==> src/decode_defines.svh <==
`ifndef DECODE_DEFINES_SVH
`define DECODE_DEFINES_SVH

// raw instruction word
`define INST_W      32

// effective opcode is inst[6:2], bits 1:0 are always 11 for RV64I
`define OPC_HI      6
`define OPC_LO      2

// funct3 field
`define F3_HI       14
`define F3_LO       12

// funct7 field
`define F7_HI       31
`define F7_LO       25

// effective opcode values
`define EOPC_LUI    5'b01101
`define EOPC_AUIPC  5'b00101
`define EOPC_JAL    5'b11011
`define EOPC_JALR   5'b11001
`define EOPC_BRANCH 5'b11000
`define EOPC_LOAD   5'b00000
`define EOPC_STORE  5'b01000

// integer ops, immediate and register forms
`define EOPC_ALI    5'b00100
`define EOPC_ALIW   5'b00110
`define EOPC_AL     5'b01100
`define EOPC_ALW    5'b01110

`endif
==> src/decode_pkg.sv <==
package decode_pkg;

    // opcode class, resolved in the first stage
    typedef enum logic [3:0] {
        NONE   = 4'd0,
        LUI    = 4'd1,
        AUIPC  = 4'd2,
        JAL    = 4'd3,
        JALR   = 4'd4,
        BRANCH = 4'd5,
        LOAD   = 4'd6,
        STORE  = 4'd7,
        ALI    = 4'd8,
        ALIW   = 4'd9,
        AL     = 4'd10,
        ALW    = 4'd11
    } opclass_e;

    // immediate format for the immediate generator
    typedef enum logic [2:0] {
        GEN_NONE = 3'd0,
        GEN_S    = 3'd3,
        GEN_U    = 3'd4,
        GEN_J    = 3'd5,
        GEN_I    = 3'd6,
        GEN_B    = 3'd7
    } gen_type_e;

    // alu operation
    typedef enum logic [2:0] {
        ALU_NONE = 3'd0,
        ALU_ADD  = 3'd3,
        ALU_SUB  = 3'd4,
        ALU_XOR  = 3'd5,
        ALU_OR   = 3'd6,
        ALU_AND  = 3'd7
    } alu_op_e;

    // comparator mode, shared by branches and slt
    typedef enum logic [2:0] {
        CMP_NONE = 3'd0,
        CMP_EQ   = 3'd2,
        CMP_NE   = 3'd3,
        CMP_LT   = 3'd4,
        CMP_LTU  = 3'd5,
        CMP_GE   = 3'd6,
        CMP_GEU  = 3'd7
    } comp_type_e;

    // shifter mode, bit 1 marks the word forms
    typedef enum logic [2:0] {
        SH_NONE = 3'd0,
        SH_SLL  = 3'd1,
        SH_SLLW = 3'd3,
        SH_SRA  = 3'd4,
        SH_SRL  = 3'd5,
        SH_SRAW = 3'd6,
        SH_SRLW = 3'd7
    } shift_type_e;

    // load width and sign handling
    typedef enum logic [2:0] {
        LD_NONE = 3'd0,
        LD_B    = 3'd1,
        LD_H    = 3'd2,
        LD_W    = 3'd3,
        LD_D    = 3'd4,
        LD_BU   = 3'd5,
        LD_HU   = 3'd6,
        LD_WU   = 3'd7
    } load_type_e;

    // store width
    typedef enum logic [2:0] {
        ST_NONE = 3'd0,
        ST_B    = 3'd4,
        ST_H    = 3'd5,
        ST_W    = 3'd6,
        ST_D    = 3'd7
    } store_type_e;

endpackage

==> src/decode_top.sv <==
`timescale 1ns/1ps
`include "decode_defines.svh"

module decode_top
    import decode_pkg::*;
(
    input  logic               clk,
    input  logic               reset_i,
    input  logic               inst_valid_i,
    input  logic [`INST_W-1:0] inst_i,

    output logic               ctrl_valid_o,
    output logic               rs1_en_o,
    output logic               rs2_en_o,
    output logic               rd_en_o,
    output logic               jump_base_pc_o,
    output logic               inst_jump_o,
    output logic               inst_branch_o,
    output logic               inst_lui_o,
    output logic               inst_auipc_o,
    output logic               inst_word_o,
    output logic               inst_shift_o,
    output logic               inst_slt_o,
    output logic               inst_sltu_o,
    output logic               inst_arith_o,
    output logic               alu_src_pc_o,
    output logic               alu_src_imm_o,
    output logic               shift_imm_o,
    output logic               mem_read_o,
    output logic               mem_write_o,
    output gen_type_e          gen_type_o,
    output alu_op_e            alu_op_o,
    output comp_type_e         comp_type_o,
    output shift_type_e        shift_type_o,
    output load_type_e         load_type_o,
    output store_type_e        store_type_o
);

    // stage 1 to stage 2
    opclass_e   cls;
    logic [2:0] funct3;
    logic [6:0] funct7;
    logic       cls_valid;

    opclass_stage u_opclass (
        .clk          (clk),
        .reset_i      (reset_i),
        .inst_valid_i (inst_valid_i),
        .inst_i       (inst_i),
        .cls_o        (cls),
        .funct3_o     (funct3),
        .funct7_o     (funct7),
        .cls_valid_o  (cls_valid)
    );

    // outputs share their names with the top ports
    control_stage u_control (
        .cls_i       (cls),
        .funct3_i    (funct3),
        .funct7_i    (funct7),
        .cls_valid_i (cls_valid),
        .*
    );

endmodule

==> src/control_stage.sv <==
`timescale 1ns/1ps

module control_stage
    import decode_pkg::*;
(
    input  logic        clk,
    input  logic        reset_i,

    // from the class stage
    input  opclass_e    cls_i,
    input  logic [2:0]  funct3_i,
    input  logic [6:0]  funct7_i,
    input  logic        cls_valid_i,

    output logic        ctrl_valid_o,

    // register file and flow control
    output logic        rs1_en_o,
    output logic        rs2_en_o,
    output logic        rd_en_o,
    output logic        jump_base_pc_o,
    output logic        inst_jump_o,
    output logic        inst_branch_o,
    output logic        inst_lui_o,
    output logic        inst_auipc_o,

    // execute
    output logic        inst_word_o,
    output logic        inst_shift_o,
    output logic        inst_slt_o,
    output logic        inst_sltu_o,
    output logic        inst_arith_o,
    output logic        alu_src_pc_o,
    output logic        alu_src_imm_o,
    output logic        shift_imm_o,

    // memory
    output logic        mem_read_o,
    output logic        mem_write_o,

    // encoded fields
    output gen_type_e   gen_type_o,
    output alu_op_e     alu_op_o,
    output comp_type_e  comp_type_o,
    output shift_type_e shift_type_o,
    output load_type_e  load_type_o,
    output store_type_e store_type_o
);

    logic is_ali;
    logic is_aliw;
    logic is_al;
    logic is_alw;
    logic alu_cls;
    logic imm_alu;
    logic shift;
    logic f7_zero;
    logic f7_alt;
    logic f7h_zero;
    logic f7h_alt;
    logic slt_any;
    logic sltu_any;

    gen_type_e   gen_type;
    alu_op_e     alu_op;
    comp_type_e  comp_type;
    shift_type_e shift_type;
    load_type_e  load_type;
    store_type_e store_type;

    assign is_ali  = (cls_i == ALI);
    assign is_aliw = (cls_i == ALIW);
    assign is_al   = (cls_i == AL);
    assign is_alw  = (cls_i == ALW);
    assign alu_cls = is_ali | is_aliw | is_al | is_alw;
    assign imm_alu = is_ali | is_aliw;
    assign shift   = alu_cls & (funct3_i[1:0] == 2'b01);

    // funct7 patterns, 64-bit imm shifts give up bit 25 to shamt
    assign f7_zero  = (funct7_i == 7'b0000000);
    assign f7_alt   = (funct7_i == 7'b0100000);
    assign f7h_zero = (funct7_i[6:1] == 6'b000000);
    assign f7h_alt  = (funct7_i[6:1] == 6'b010000);

    assign slt_any  = (is_al & f7_zero | is_ali) & (funct3_i == 3'b010);
    assign sltu_any = (is_al & f7_zero | is_ali) & (funct3_i == 3'b011);

    // immediate format
    always_comb begin
        case (cls_i)
            STORE:       gen_type = GEN_S;
            LUI, AUIPC:  gen_type = GEN_U;
            JAL:         gen_type = GEN_J;
            JALR, LOAD:  gen_type = GEN_I;
            BRANCH:      gen_type = GEN_B;
            ALI, ALIW:   gen_type = shift ? GEN_NONE : GEN_I;
            default:     gen_type = GEN_NONE;
        endcase
    end

    // alu operation
    always_comb begin
        alu_op = ALU_NONE;
        case (cls_i)
            AUIPC, JAL, JALR, LOAD, STORE: begin
                alu_op = ALU_ADD;
            end
            ALI, ALIW, AL, ALW: begin
                // imm forms ignore funct7, register forms need an exact match
                if (imm_alu || f7_zero) begin
                    case (funct3_i)
                        3'b000:         alu_op = ALU_ADD;
                        3'b010, 3'b011: alu_op = (is_aliw || is_alw) ? ALU_NONE : ALU_SUB;
                        3'b100:         alu_op = (is_ali || is_al) ? ALU_XOR : ALU_NONE;
                        3'b110:         alu_op = (is_ali || is_al) ? ALU_OR : ALU_NONE;
                        3'b111:         alu_op = (is_ali || is_al) ? ALU_AND : ALU_NONE;
                        default:        alu_op = ALU_NONE;
                    endcase
                end else if ((is_al || is_alw) && f7_alt && funct3_i == 3'b000) begin
                    alu_op = ALU_SUB;
                end
            end
            default: begin
                alu_op = ALU_NONE;
            end
        endcase
    end

    // compare mode
    always_comb begin
        comp_type = CMP_NONE;
        if (cls_i == BRANCH) begin
            case (funct3_i)
                3'b000:  comp_type = CMP_EQ;
                3'b001:  comp_type = CMP_NE;
                3'b100:  comp_type = CMP_LT;
                3'b110:  comp_type = CMP_LTU;
                3'b101:  comp_type = CMP_GE;
                3'b111:  comp_type = CMP_GEU;
                default: comp_type = CMP_NONE;
            endcase
        end else if (slt_any) begin
            comp_type = CMP_LT;
        end else if (sltu_any) begin
            comp_type = CMP_LTU;
        end
    end

    // shift mode
    always_comb begin
        shift_type = SH_NONE;
        if (funct3_i == 3'b001) begin
            if (is_al && f7_zero || is_ali && f7h_zero) begin
                shift_type = SH_SLL;
            end else if ((is_alw || is_aliw) && f7_zero) begin
                shift_type = SH_SLLW;
            end
        end else if (funct3_i == 3'b101) begin
            if (is_al && f7_zero || is_ali && f7h_zero) begin
                shift_type = SH_SRL;
            end else if (is_al && f7_alt || is_ali && f7h_alt) begin
                shift_type = SH_SRA;
            end else if ((is_alw || is_aliw) && f7_zero) begin
                shift_type = SH_SRLW;
            end else if ((is_alw || is_aliw) && f7_alt) begin
                shift_type = SH_SRAW;
            end
        end
    end

    // memory access width
    always_comb begin
        load_type  = LD_NONE;
        store_type = ST_NONE;
        if (cls_i == LOAD) begin
            case (funct3_i)
                3'b000:  load_type = LD_B;
                3'b001:  load_type = LD_H;
                3'b010:  load_type = LD_W;
                3'b011:  load_type = LD_D;
                3'b100:  load_type = LD_BU;
                3'b101:  load_type = LD_HU;
                3'b110:  load_type = LD_WU;
                default: load_type = LD_NONE;
            endcase
        end
        if (cls_i == STORE) begin
            case (funct3_i)
                3'b000:  store_type = ST_B;
                3'b001:  store_type = ST_H;
                3'b010:  store_type = ST_W;
                3'b011:  store_type = ST_D;
                default: store_type = ST_NONE;
            endcase
        end
    end

    always_ff @(posedge clk) begin
        if (reset_i) begin
            ctrl_valid_o <= 1'b0;
        end else begin
            ctrl_valid_o <= cls_valid_i;
        end
    end

    // output register, loads only with a valid class
    always_ff @(posedge clk) begin
        if (cls_valid_i) begin
            rs1_en_o       <= (cls_i == JALR) | (cls_i == BRANCH) | (cls_i == LOAD)
                              | (cls_i == STORE) | alu_cls;
            rs2_en_o       <= (cls_i == BRANCH) | (cls_i == STORE) | is_al | is_alw;
            rd_en_o        <= (cls_i == LUI) | (cls_i == AUIPC) | (cls_i == JAL)
                              | (cls_i == JALR) | (cls_i == LOAD) | alu_cls;
            jump_base_pc_o <= (cls_i == JALR);
            inst_jump_o    <= (cls_i == JAL) | (cls_i == JALR);
            inst_branch_o  <= (cls_i == BRANCH);
            inst_lui_o     <= (cls_i == LUI);
            inst_auipc_o   <= (cls_i == AUIPC);
            inst_word_o    <= is_aliw | is_alw;
            inst_shift_o   <= shift;
            inst_slt_o     <= slt_any;
            inst_sltu_o    <= sltu_any;
            inst_arith_o   <= alu_cls;
            alu_src_pc_o   <= (cls_i != AUIPC);
            alu_src_imm_o  <= (cls_i == AUIPC) | (cls_i == LOAD) | (cls_i == STORE)
                              | (imm_alu & ~shift);
            shift_imm_o    <= shift & imm_alu;
            mem_read_o     <= (cls_i == LOAD);
            mem_write_o    <= (cls_i == STORE);
            gen_type_o     <= gen_type;
            alu_op_o       <= alu_op;
            comp_type_o    <= comp_type;
            shift_type_o   <= shift_type;
            load_type_o    <= load_type;
            store_type_o   <= store_type;
        end
    end

endmodule

==> src/opclass_stage.sv <==
`timescale 1ns/1ps
`include "decode_defines.svh"

module opclass_stage
    import decode_pkg::*;
(
    input  logic               clk,
    input  logic               reset_i,

    // raw instruction from fetch
    input  logic               inst_valid_i,
    input  logic [`INST_W-1:0] inst_i,

    // registered class and funct fields
    output opclass_e           cls_o,
    output logic [2:0]         funct3_o,
    output logic [6:0]         funct7_o,
    output logic               cls_valid_o
);

    logic [4:0] eff_opcode;
    logic [2:0] funct3;
    logic [6:0] funct7;
    opclass_e   cls;

    // bits 1:0 of the opcode carry no information here
    assign eff_opcode = inst_i[`OPC_HI:`OPC_LO];
    assign funct3     = inst_i[`F3_HI:`F3_LO];
    assign funct7     = inst_i[`F7_HI:`F7_LO];

    // opcode classification
    always_comb begin
        case (eff_opcode)
            `EOPC_LUI: begin
                cls = LUI;
            end
            `EOPC_AUIPC: begin
                cls = AUIPC;
            end
            `EOPC_JAL: begin
                cls = JAL;
            end
            `EOPC_JALR: begin
                cls = JALR;
            end
            `EOPC_BRANCH: begin
                cls = BRANCH;
            end
            `EOPC_LOAD: begin
                cls = LOAD;
            end
            `EOPC_STORE: begin
                cls = STORE;
            end
            `EOPC_ALI: begin
                cls = ALI;
            end
            `EOPC_ALIW: begin
                cls = ALIW;
            end
            `EOPC_AL: begin
                cls = AL;
            end
            `EOPC_ALW: begin
                cls = ALW;
            end
            default: begin
                // system, fence, csr and anything unknown
                cls = NONE;
            end
        endcase
    end

    // valid flag
    always_ff @(posedge clk) begin
        if (reset_i) begin
            cls_valid_o <= 1'b0;
        end else begin
            cls_valid_o <= inst_valid_i;
        end
    end

    // payload only loads with a valid instruction
    always_ff @(posedge clk) begin
        if (inst_valid_i) begin
            cls_o    <= cls;
            funct3_o <= funct3;
            funct7_o <= funct7;
        end
    end

endmodule

==> config.mk <==
export PLATFORM = sky130hd
export DESIGN_NAME = decode_top
export DESIGN_NICKNAME = d
export VERILOG_FILES = /design/src/decode_pkg.sv /design/src/decode_top.sv /design/src/control_stage.sv /design/src/opclass_stage.sv
export VERILOG_INCLUDE_DIRS = /design/src /design/src/src
export SDC_FILE = /design/constraint.sdc
export NUM_CORES = 1
export LEC_CHECK = 0
export ABC_AREA = 1
export ABC_CLOCK_PERIOD_IN_PS = 1300
export BUFFER_PORTS_ARGS = -buffer_cell sky130_fd_sc_hd__buf_2
export CAP_MARGIN = 25
export CELL_PAD_IN_SITES_DETAIL_PLACEMENT = 0
export CELL_PAD_IN_SITES_GLOBAL_PLACEMENT = 1
export CORE_UTILIZATION = 35
export CTS_CLUSTER_DIAMETER = 30
export DETAILED_ROUTE_END_ITERATION = 6
export PLACE_DENSITY_LB_ADDON = 0.1
export SLEW_MARGIN = 20
export SYNTH_ARGS = -nofsm -noshare
export SYNTH_HDL_FRONTEND = slang
export SYNTH_SLANG_ARGS = --single-unit
==> constraint.sdc <==
create_clock -name clk -period 1.3 [get_ports clk]
set_input_delay 0.26 -clock clk [delete_from_list [all_inputs] [get_ports clk]]
set_output_delay 0.26 -clock clk [all_outputs]
set_load 0.01 [all_outputs]
# After elaboration in Yosys (flattened, before gate mapping)
# Memories as Yosys holds them, arrays and structs flattened. A register that Yosys moved wholly into a read port is not among the register bits.
# Cells that the tools add are included.
# W data, S select, Z words.
# op_classes
bitwise_logic,28
n_eq_ne,22
muxes,24
n_reduce_logical,23
# ops
operator,n
$mux W3,17
$pmux W3 S6,2
$or A1 B1 Y1,21
$pmux W3 S7,1
$eq A4 B3 Y1 const B,4
$eq A4 B4 Y1 const B,4
$pmux W3 S5,1
$eq A3 B3 Y1 const B,4
$pmux W3 S4,1
$eq A4 B2 Y1 const B,2
$logic_and A1 B1 Y1,8
$reduce_or A2 Y1,4
$eq A7 B6 Y1 const B,1
$logic_not A7 Y1,1
$and A1 B1 Y1,6
$eq A3 B2 Y1 const B,2
$eq A6 B5 Y1 const B,1
$logic_not A6 Y1,1
$logic_or A1 B1 Y1,6
$pmux W3 S2,1
$reduce_or A5 Y1,1
$eq A4 B1 Y1 const B,1
$ne A4 B2 Y1 const B,1
$reduce_or A4 Y1,1
other kinds (5),5
# totals
n_memories,1
reg_bits,48
output_inout_bits,37
in_bits,35
rom_bits,128
# memory_table
memory,depth,width,rd,rd_clocked_by_memory_dff,wr,line_no,text
(name not given),32,4,1,1,0,opclass_stage.sv:33,case (eff_opcode)

# Logic depth before layout (Yosys ltp)
# Gate-level depths: netlist of run 1.
# depth
depth_word,9
depth_mapped,8
mapped_depth_nobuf,8

# Hierarchy
# From an unflattened synthesis of run 1, not the netlist that was laid out.
# hier_totals
hier_cells,225
hier_area_um2,2334.7
# modules_own_cells
module,instances,seq_area_each_um2,cells_per_inst,area_each_um2
control_stage,1,1101.1,176,1709.1
opclass_stage,1,440.4,49,625.6

# Worst setup path before layout of run 1
# No wires, ideal clock.
# synth_timing
kind,flip-flop to flip-flop
start,register u_opclass.cls_valid_o
end,"register u_control.alu_op_o[0], enable pin"
path_slack_ps,-167
period_less_slack_ps,1467
n_path_buf,0
setup_ps,396
stages_incl_launch_ff,1
t_arrival_ps,1071
cell_sequence,dfxtp_1
# synth_rtl
item,line_no,text
start: declaration,opclass_stage.sv:18,output logic cls_valid_o
start signal: assignment,opclass_stage.sv:79,cls_valid_o <= inst_valid_i;
end signal: assignment,control_stage.sv:231,alu_op_o <= alu_op;
end: declaration,control_stage.sv:43,"output alu_op_e alu_op_o,"
# No word-level cell between the ends.

# Worst setup path in the final report of run 1
# layout_timing
start,register u_opclass.cls_o[1]
end,"register u_control.alu_op_o[0], data pin"
# layout_between
elab_chain_cells,6
elab_cells_between_ends,19
cone_classes,eq/ne: 9; mux: 5; bitwise: 1; reduce/logical: 4
# layout_lines
item,line_no,text
start: declaration,opclass_stage.sv:15,"output opclass_e cls_o,"
"$eq A4 B4 Y1, on equally long branches","control_stage.sv:71, control_stage.sv:104, control_stage.sv:73",
$logic_or A1 B1 Y1,"control_stage.sv:114, control_stage.sv:116",
"$mux W3, on equally long branches","control_stage.sv:116, control_stage.sv:114",
$pmux W3 S5,control_stage.sv:111,case (funct3_i)
$mux W3,control_stage.sv:110,if (imm_alu || f7_zero) begin
$pmux W3 S2 *,control_stage.sv:104,case (cls_i)
net u_control.alu_op[0],control_stage.sv:65,alu_op_e alu_op;
# Mark *: on every way through the listed nets, which the timed path passes. The rest lies on a longest branch.
# A chain may end at the register's enable or synchronous reset.

==> out/metrics.yaml, run 1 <==
finalCritPeriodShare_pct: 105
drive_above_1_share_pct: 47.4
ant_nets: 0
rsz0062_at_grt: "yes"
swShare_pct: 25.0
synthXorXnorAreaFrac_pct: 0
slew_headroom_pct: 78.5
grt_pass1_wl_um: 7460
vdd_drop_max_v: 0.000454
worstSetupPathType: "register to register"
cts_num_sinks: 52
maxCapViolCount: 0
htreeDepth: 2
ff2ff_setup_slack_ns: -0.07
clock_power_share_pct: 24.4
cts_buffers: 5
start_util_pct: 36.4
io_pins: 72
powerDensity_nw_per_um2: 1080
clock_skew_ns: 0.00694
pwr-share-comb_pct: 17.3
drtIter0Drc: 48
worst-path-buf-inv: 0
post-route-min-period_ns: 1.37
antenna_found_initial: 0
drc: 0
path_clk_slew_ns: 0.09
viasPerCell: 4.55
hp-start: "reset_i"
cts-root-buf: "clkbuf_8"
grt_pass1_vias: 1646
finalWorstSetupSlack_ns: -0.0692
routed_wl_um: 4540
dp_hpwl_um: 3320
drv_slew: 0
place_congestion: 0.817
clockBufferDepth: 2
holdPathEnd: "u_opclass.cls_valid_o$_SDFF_PP0_"
synth_fa_ha_area_share_pct: 2.15
p_leak_uw: 0.00137
crit_family: "simple AND/OR/NAND/NOR gates"
crit_slowest_cell: "edfxtp_1"
critPathRequiredTime_ns: 1.35
grt_max_degree: 38
vias: 1751
seq_power_share_pct: 58.3
setup-violations-final: 7
path_max_fanout: 5
synth.area.mux_share_pct: 0
yosysSeqAreaShare_pct: 66.3
p_int_uw: 2600
ys_types: 25
dp.cells: 369
clock.fmax_ghz: 0.730
grt_usage_pct: 13.5
violations: "setup timing"
yosys_warnings: 0
rows: 29
synth_top_family_by_area: "simple AND/OR/NAND/NOR gates"
synth_compound_area_share_pct: 4.68
reg2reg_from: "u_opclass.cls_o[1]$_DFFE_PP_"
clk_latency_ns: 0.29
core_area_um2: 6390
worstMarginPinSlew_ns: 0.323
hold_violations: 0
r2r_cells: 4
ys_seq_elements: 52
reg2reg_to: "u_control.alu_op_o[0]$_DFFE_PP_"
area_growth_pct: 38.5
antenna_cells: 0
switching_power_uw: 867
fin_cells: 385
cp_slowest_stage_delay_ns: 0.52
nNetsFinal: 347
numPortBuffers: 54
hold_path.class: "input pin to register"
syn_avg_cell_area_um2: 11.1
syn_nets: 249
start_kind: "register"
die_x_um: 83.5
wire_per_inst_um: 11.8
utilization_pct: 50.4
status: "complete, but fails checks"
cts_tree: "built"
path_cells: "nand2_2, nor2_4, nor4_4, nand2_1"
netlist_area_um2: 2320
postCtsHoldBufs: 0
cp.arrival_ns: 1.42
grt.overflow.total: 0
drt_first_pass_iters: 4
chipHeight_um: 83.5
yosys.area_share.simple_pct: 21.2
synth_cells: 210
die_area_um2: 6970
endpoint_kind: "register"
whs_path_depth: 2
==> registers in the layout, indices dropped and copies added (netlist names), 3 cells and up <==
register / count
u_control.load_type_o: 3
u_control.comp_type_o: 3
u_opclass.cls_o: 4
u_control.store_type_o: 3
u_control.alu_op_o: 3
u_control.gen_type_o: 3
u_control.shift_type_o: 3
u_opclass.funct7_o: 7
u_opclass.funct3_o: 3
==> cell families after synthesis <==
kind of cell             Yosys count
adder cells (fa/ha/maj)            4
AO/OA/AOI/OAI                     19
flip-flops                        52
AND/OR/NAND/NOR                  100
buffers and inverters             35
==> layout by cell type (no fill, tap or decap), types with 2 or more instances in the layout <==
| cell type | n |
|---|---|
| buf_6 | 5 |
| nand2_1 | 28 |
| nand3_2 | 4 |
| inv_1 | 29 |
| nor2_2 | 10 |
| a21oi_1 | 2 |
| clkbuf_8 | 5 |
| o21ai_1 | 4 |
| o21ai_0 | 7 |
| nand3_1 | 7 |
| ha_1 | 4 |
| nand4_1 | 4 |
| nor2_1 | 21 |
| nand2_2 | 8 |
| nor3_2 | 3 |
| edfxtp_1 | 50 |
| buf_2 | 54 |
| buf_4 | 32 |
| inv_2 | 4 |
| nand2_4 | 3 |
| nor2_4 | 8 |
==> synth_stat cells, drive strengths merged <==
cell type / n / area share (%)
edfxtp: 50 / 65
nand2: 40 / 7.1
nor2: 39 / 8.2
inv: 34 / 5.5
o21ai: 12 / 2.6
nand3: 11 / 2.6
a21oi: 4 / 1.0
ha: 4 / 2.2
nand4: 4 / 1.1
nor3: 3 / 0.65
dfxtp: 2 / 1.7
nor4: 2 / 1.2
a311oi: 1 / 0.38
buf: 1 / 0.22
nand3b: 1 / 0.32
o211ai: 1 / 0.32
o221ai: 1 / 0.38
==> per-stage QoR <==
step | setup WS, ns | setup TNS (ns) | total power [µW] | instance area [µm²] | hold WS (ns)
after global placement | -0.109 | -0.679 | 2560 | 2920 | 0.431
after detailed placement | -0.119 | -0.884 | 2570 | 2920 | 0.435
after CTS | -0.0565 | -0.255 | 3480 | 3120 | 0.113
after floorplan | 0.0194 | 0 | 2310 | 2330 | 0.324
after global routing | -0.138 | -0.972 | 3640 | 3220 | 0.114
final | -0.0692 | -0.305 | 3460 | 3220 | 0.120
==> worst register-to-register path, stage by stage (launching register included) <==
cell      delay (ns)
edfxtp_1        0.52
nand2_2         0.19
nor2_4          0.06
nor4_4          0.28
nand2_1         0.09
==> layout make-up <==
type                       instances  area [µm²]
sequential                        52        1540
inverter                          34         130
clock inverter                     1        5.00
tap                               77        96.3
multi-input combinational        123         786
clock buffer                       6        72.6
timing repair buffer              92         587
fill                             615        3170
==> timing repair <==
action / CTS / global route
setup buffers: 6 / 4
resized for setup: 29 / 19
pin swaps: 14 / 12
setup endpoints to repair: 18 / 19
==> power groups by stage <==
stage	clock (µW)	sequential, µW	combinational [µW]
floorplan	0	2110	192
global placement	0	2050	511
detailed placement	0	2050	516
CTS	896	2020	573
global route	950	2030	661
finish	844	2020	601
==> layer usage <==
layer,wire (µm),vias up,GRT usage [%]
met5,0,-,0
met4,48,0,3.70
met3,155,6,3.46
met2,2280,35,23.9
met1,2070,810,16.2
li1,-,900,-
==> worst max-delay path by stage <==
| stage | startpoint | endpoint | slack (ns) | cells past startpoint |
|---|---|---|---|---|
| 3_5_place_dp | u_opclass.cls_o[2]$_DFFE_PP_ | u_control.comp_type_o[0]$_DFFE_PP_ | -0.12 | 7 |
| 3_3_place_gp | u_opclass.cls_o[1]$_DFFE_PP_ | u_control.comp_type_o[0]$_DFFE_PP_ | -0.11 | 6 |
| 5_1_grt | u_opclass.cls_o[2]$_DFFE_PP_ | u_control.alu_op_o[2]$_DFFE_PP_ | -0.14 | 7 |
| 4_1_cts | u_opclass.funct7_o[6]$_DFFE_PP_ | u_control.alu_op_o[2]$_DFFE_PP_ | -0.06 | 7 |
| 6_report | u_opclass.cls_o[1]$_DFFE_PP_ | u_control.alu_op_o[0]$_DFFE_PP_ | -0.07 | 4 |
| 2_1_floorplan | u_opclass.cls_o[2]$_DFFE_PP_ | u_control.alu_op_o[0]$_DFFE_PP_ | 0.02 | 4 |
(Power assumes the default switching activity.)
==> inputs of run 2 (changes only) <==
CELL_PAD_IN_SITES_DETAIL_PLACEMENT = default   (was 0)
CELL_PAD_IN_SITES_GLOBAL_PLACEMENT = default   (was 1)
CORE_UTILIZATION = 46   (was 35)
PLACE_DENSITY = 0.76   (was default)
PLACE_DENSITY_LB_ADDON = default   (was 0.1)
==> run 2 against run 1 <==
  * The flow still finishes with violations (setup timing)
  * Sequential cell count stayed put
  * Setup slack worse by 0.090 ns
  * Critical path type unchanged
  * Sequential share of layout area is 1.8 points lower
==> out/metrics.yaml, run 2 (synthesis results as in run 1) <==
place_congestion: 0.805  # was 0.817
rsz0062_at_grt: "yes"  # unchanged
drc: 0  # unchanged
clk_latency_ns: 0.30  # was 0.29 ns
worstSetupPathType: "register to register"  # unchanged
status: "complete, but fails checks"  # unchanged
area_growth_pct: 43.8  # was 38.5%
htreeDepth: 2  # unchanged
drtIter0Drc: 132  # was 48
viasPerCell: 4.91  # was 4.55
drt_first_pass_iters: 4  # unchanged
numPortBuffers: 54  # unchanged
cpMostUsedCell: "nand2_2"
layout_common_cells: "54 x buf_2, 50 x edfxtp_1, 35 x buf_4"  # was 54 x buf_2, 50 x edfxtp_1, 32 x buf_4
finalSetupTns_ns: -0.626  # was -0.305 ns
rows: 25  # was 29
path_max_fanout: 3  # was 5
largestRegisters: "u_opclass.funct7_o x7, u_opclass.cls_o x4"  # unchanged
start_util_pct: 48.6  # was 36.4%
path_clk_slew_ns: 0.09  # about the same
clock_skew_ns: 0.00963  # was 0.00694 ns
chipHeight_um: 73.1  # was 83.5 µm
r2r_cells: 7  # was 4
cp.arrival_ns: 1.52  # was 1.42 ns
cts_buffers: 5  # unchanged
nNetsFinal: 350  # was 347
grt_busiest_layer: "met2"  # unchanged
final_area_um2: 3340  # was 3220 µm²
reg2reg_from: "u_opclass.cls_o[2]$_DFFE_PP_"  # was u_opclass.cls_o[1]$_DFFE_PP_
maxCapViolCount: 0  # unchanged
io_pins: 72  # unchanged
antenna_cells: 0  # unchanged
cts-root-buf: "clkbuf_8"  # unchanged
hold_path.class: "input pin to register"  # unchanged
hold_violations: 0  # unchanged
grt.met2_usage_pct: 32.0  # was 23.9%
drive_above_1_share_pct: 51.1  # was 47.4%
crit_family: "simple AND/OR/NAND/NOR gates"  # unchanged
start_kind: "register"  # unchanged
slew_headroom_pct: 80.5  # was 78.5%
place_area_um2: 2900  # was 2920 µm²
die_x_um: 73.1  # was 83.5 µm
clockBufferDepth: 2  # unchanged
finalCritPeriodShare_pct: 112  # was 105%
worst-path-buf-inv: 1  # was 0
routed_wl_um: 4960  # was 4540 µm
antenna_found_initial: 0  # unchanged
cts_tree: "built"  # unchanged
vdd_drop_max_v: 0.000674  # was 0.000454 V
crit_slowest_cell: "edfxtp_1"  # unchanged
cts_num_sinks: 52  # unchanged
largest_register_ffs: 7  # unchanged
grt_pass1_vias: 1637  # was 1646
cp_slowest_stage_delay_ns: 0.46  # was 0.52 ns
core_area_um2: 4790  # was 6390 µm²
ff2ff_setup_slack_ns: -0.16  # was -0.07 ns
wire_per_inst_um: 13.1  # was 11.8 µm
holdPathEnd: "u_opclass.cls_valid_o$_SDFF_PP0_"  # unchanged
critPathRequiredTime_ns: 1.36  # was 1.35 ns
p_leak_uw: 0.00142  # was 0.00137 µW
use_met3_pct: 5.25  # was 3.46%
grt_usage_pct: 18.2  # was 13.5%
whs_path_depth: 2  # unchanged
reg2reg_to: "u_control.alu_op_o[2]$_DFFE_PP_"  # was u_control.alu_op_o[0]$_DFFE_PP_
use_met1_pct: 20.5  # was 16.2%
clock.fmax_ghz: 0.685  # was 0.730 GHz
postCtsHoldBufs: 0  # unchanged
path_cells: "buf_6, nor2_4, nand2_2, nand2_2, o21ai_2, nor2_2, a21oi_2"  # was nand2_2, nor2_4, nor4_4, nand2_1
violations: "setup timing"  # unchanged
die_area_um2: 5340  # was 6970 µm²
final_common_cell: "buf_2"  # unchanged
post-route-min-period_ns: 1.46  # was 1.37 ns
grt.overflow.total: 0  # unchanged
worstMarginPinSlew_ns: 0.292  # was 0.323 ns
grt_max_degree: 38  # unchanged
powerDensity_nw_per_um2: 1180  # was 1080 nW/µm²
finalWorstSetupSlack_ns: -0.159  # was -0.0692 ns
grt_pass1_wl_um: 7180  # was 7460 µm
drv_slew: 0  # unchanged
endpoint_kind: "register"  # unchanged
hp-start: "reset_i"  # unchanged
regMostFlops: "u_opclass.funct7_o"  # unchanged
vias: 1856  # was 1751
ant_nets: 0  # unchanged
dp_hpwl_um: 2900  # was 3320 µm
setup-violations-final: 13  # was 7
totalPowerFinal_uw: 3950  # was 3460 µW
run 2: cell count changes in the layout (fill, tap and decap cells not counted), sizes merged:
cell    before  now
clkbuf       6    5
clkinv       1    0
buf         92   95
bufinv       0    2
run 2: area by class of cell:
| type | count | area (µm²) |
|---|---|---|
| fillers | 326 | 1440 |
| repair buffers | 95 | 618 |
| flip-flops and latches | 52 | 1540 |
| inverters | 34 | 130 |
| clock buffers | 5 | 68.8 |
| well taps | 67 | 83.8 |
| clock inverters | 2 | 60.1 |
| multi-input cells | 123 | 838 |
run 2: timing repair:
item,4_1_cts,5_1_grt
endpoints found under the setup margin,20,28
gates resized for setup,29,32
pin swaps,7,15
buffers inserted,8,7
run 2: through the flow:
step,hold WS (ns),util (%),cells,setup slack [ns]
after floorplan,0.324,-,210,0.0194
after global placement,0.429,60.5,356,-0.0920
after detailed placement,0.431,60.5,356,-0.116
after CTS,0.113,66.5,371,-0.0407
after global routing,0.118,69.8,378,-0.183
final,0.119,69.8,378,-0.159
run 2: where the power goes:
part	switching, µW	total [µW]	leakage, µW	internal, µW
sequential	53.4	2020	0.000459	1970
combinational	384	673	0.000900	289
clock	496	1250	0.0000642	757
total	934	3950	0.00142	3010
run 2: how the worst max path moves through the flow:
stage | to | from | depth (start not counted)
after global placement | u_control.comp_type_o[0]$_DFFE_PP_ | u_opclass.cls_o[0]$_DFFE_PP_ | 7
after detailed placement | u_control.comp_type_o[0]$_DFFE_PP_ | u_opclass.cls_o[0]$_DFFE_PP_ | 7
final | u_control.alu_op_o[2]$_DFFE_PP_ | u_opclass.cls_o[2]$_DFFE_PP_ | 7
after floorplan | u_control.alu_op_o[0]$_DFFE_PP_ | u_opclass.cls_o[2]$_DFFE_PP_ | 4
after global routing | u_control.alu_op_o[2]$_DFFE_PP_ | u_opclass.cls_o[1]$_DFFE_PP_ | 6
after CTS | u_control.alu_op_o[2]$_DFFE_PP_ | u_opclass.cls_o[2]$_DFFE_PP_ | 7
run 2: layer usage:
| metal | wire, µm | vias to the layer above | part of all wire (%) |
|---|---|---|---|
| li1 | - | 905 | - |
| met1 | 1910 | 847 | 38 |
| met2 | 2590 | 88 | 52 |
| met3 | 337 | 16 | 6.8 |
| met4 | 125 | 0 | 2.5 |
| met5 | 0 | - | 0 |
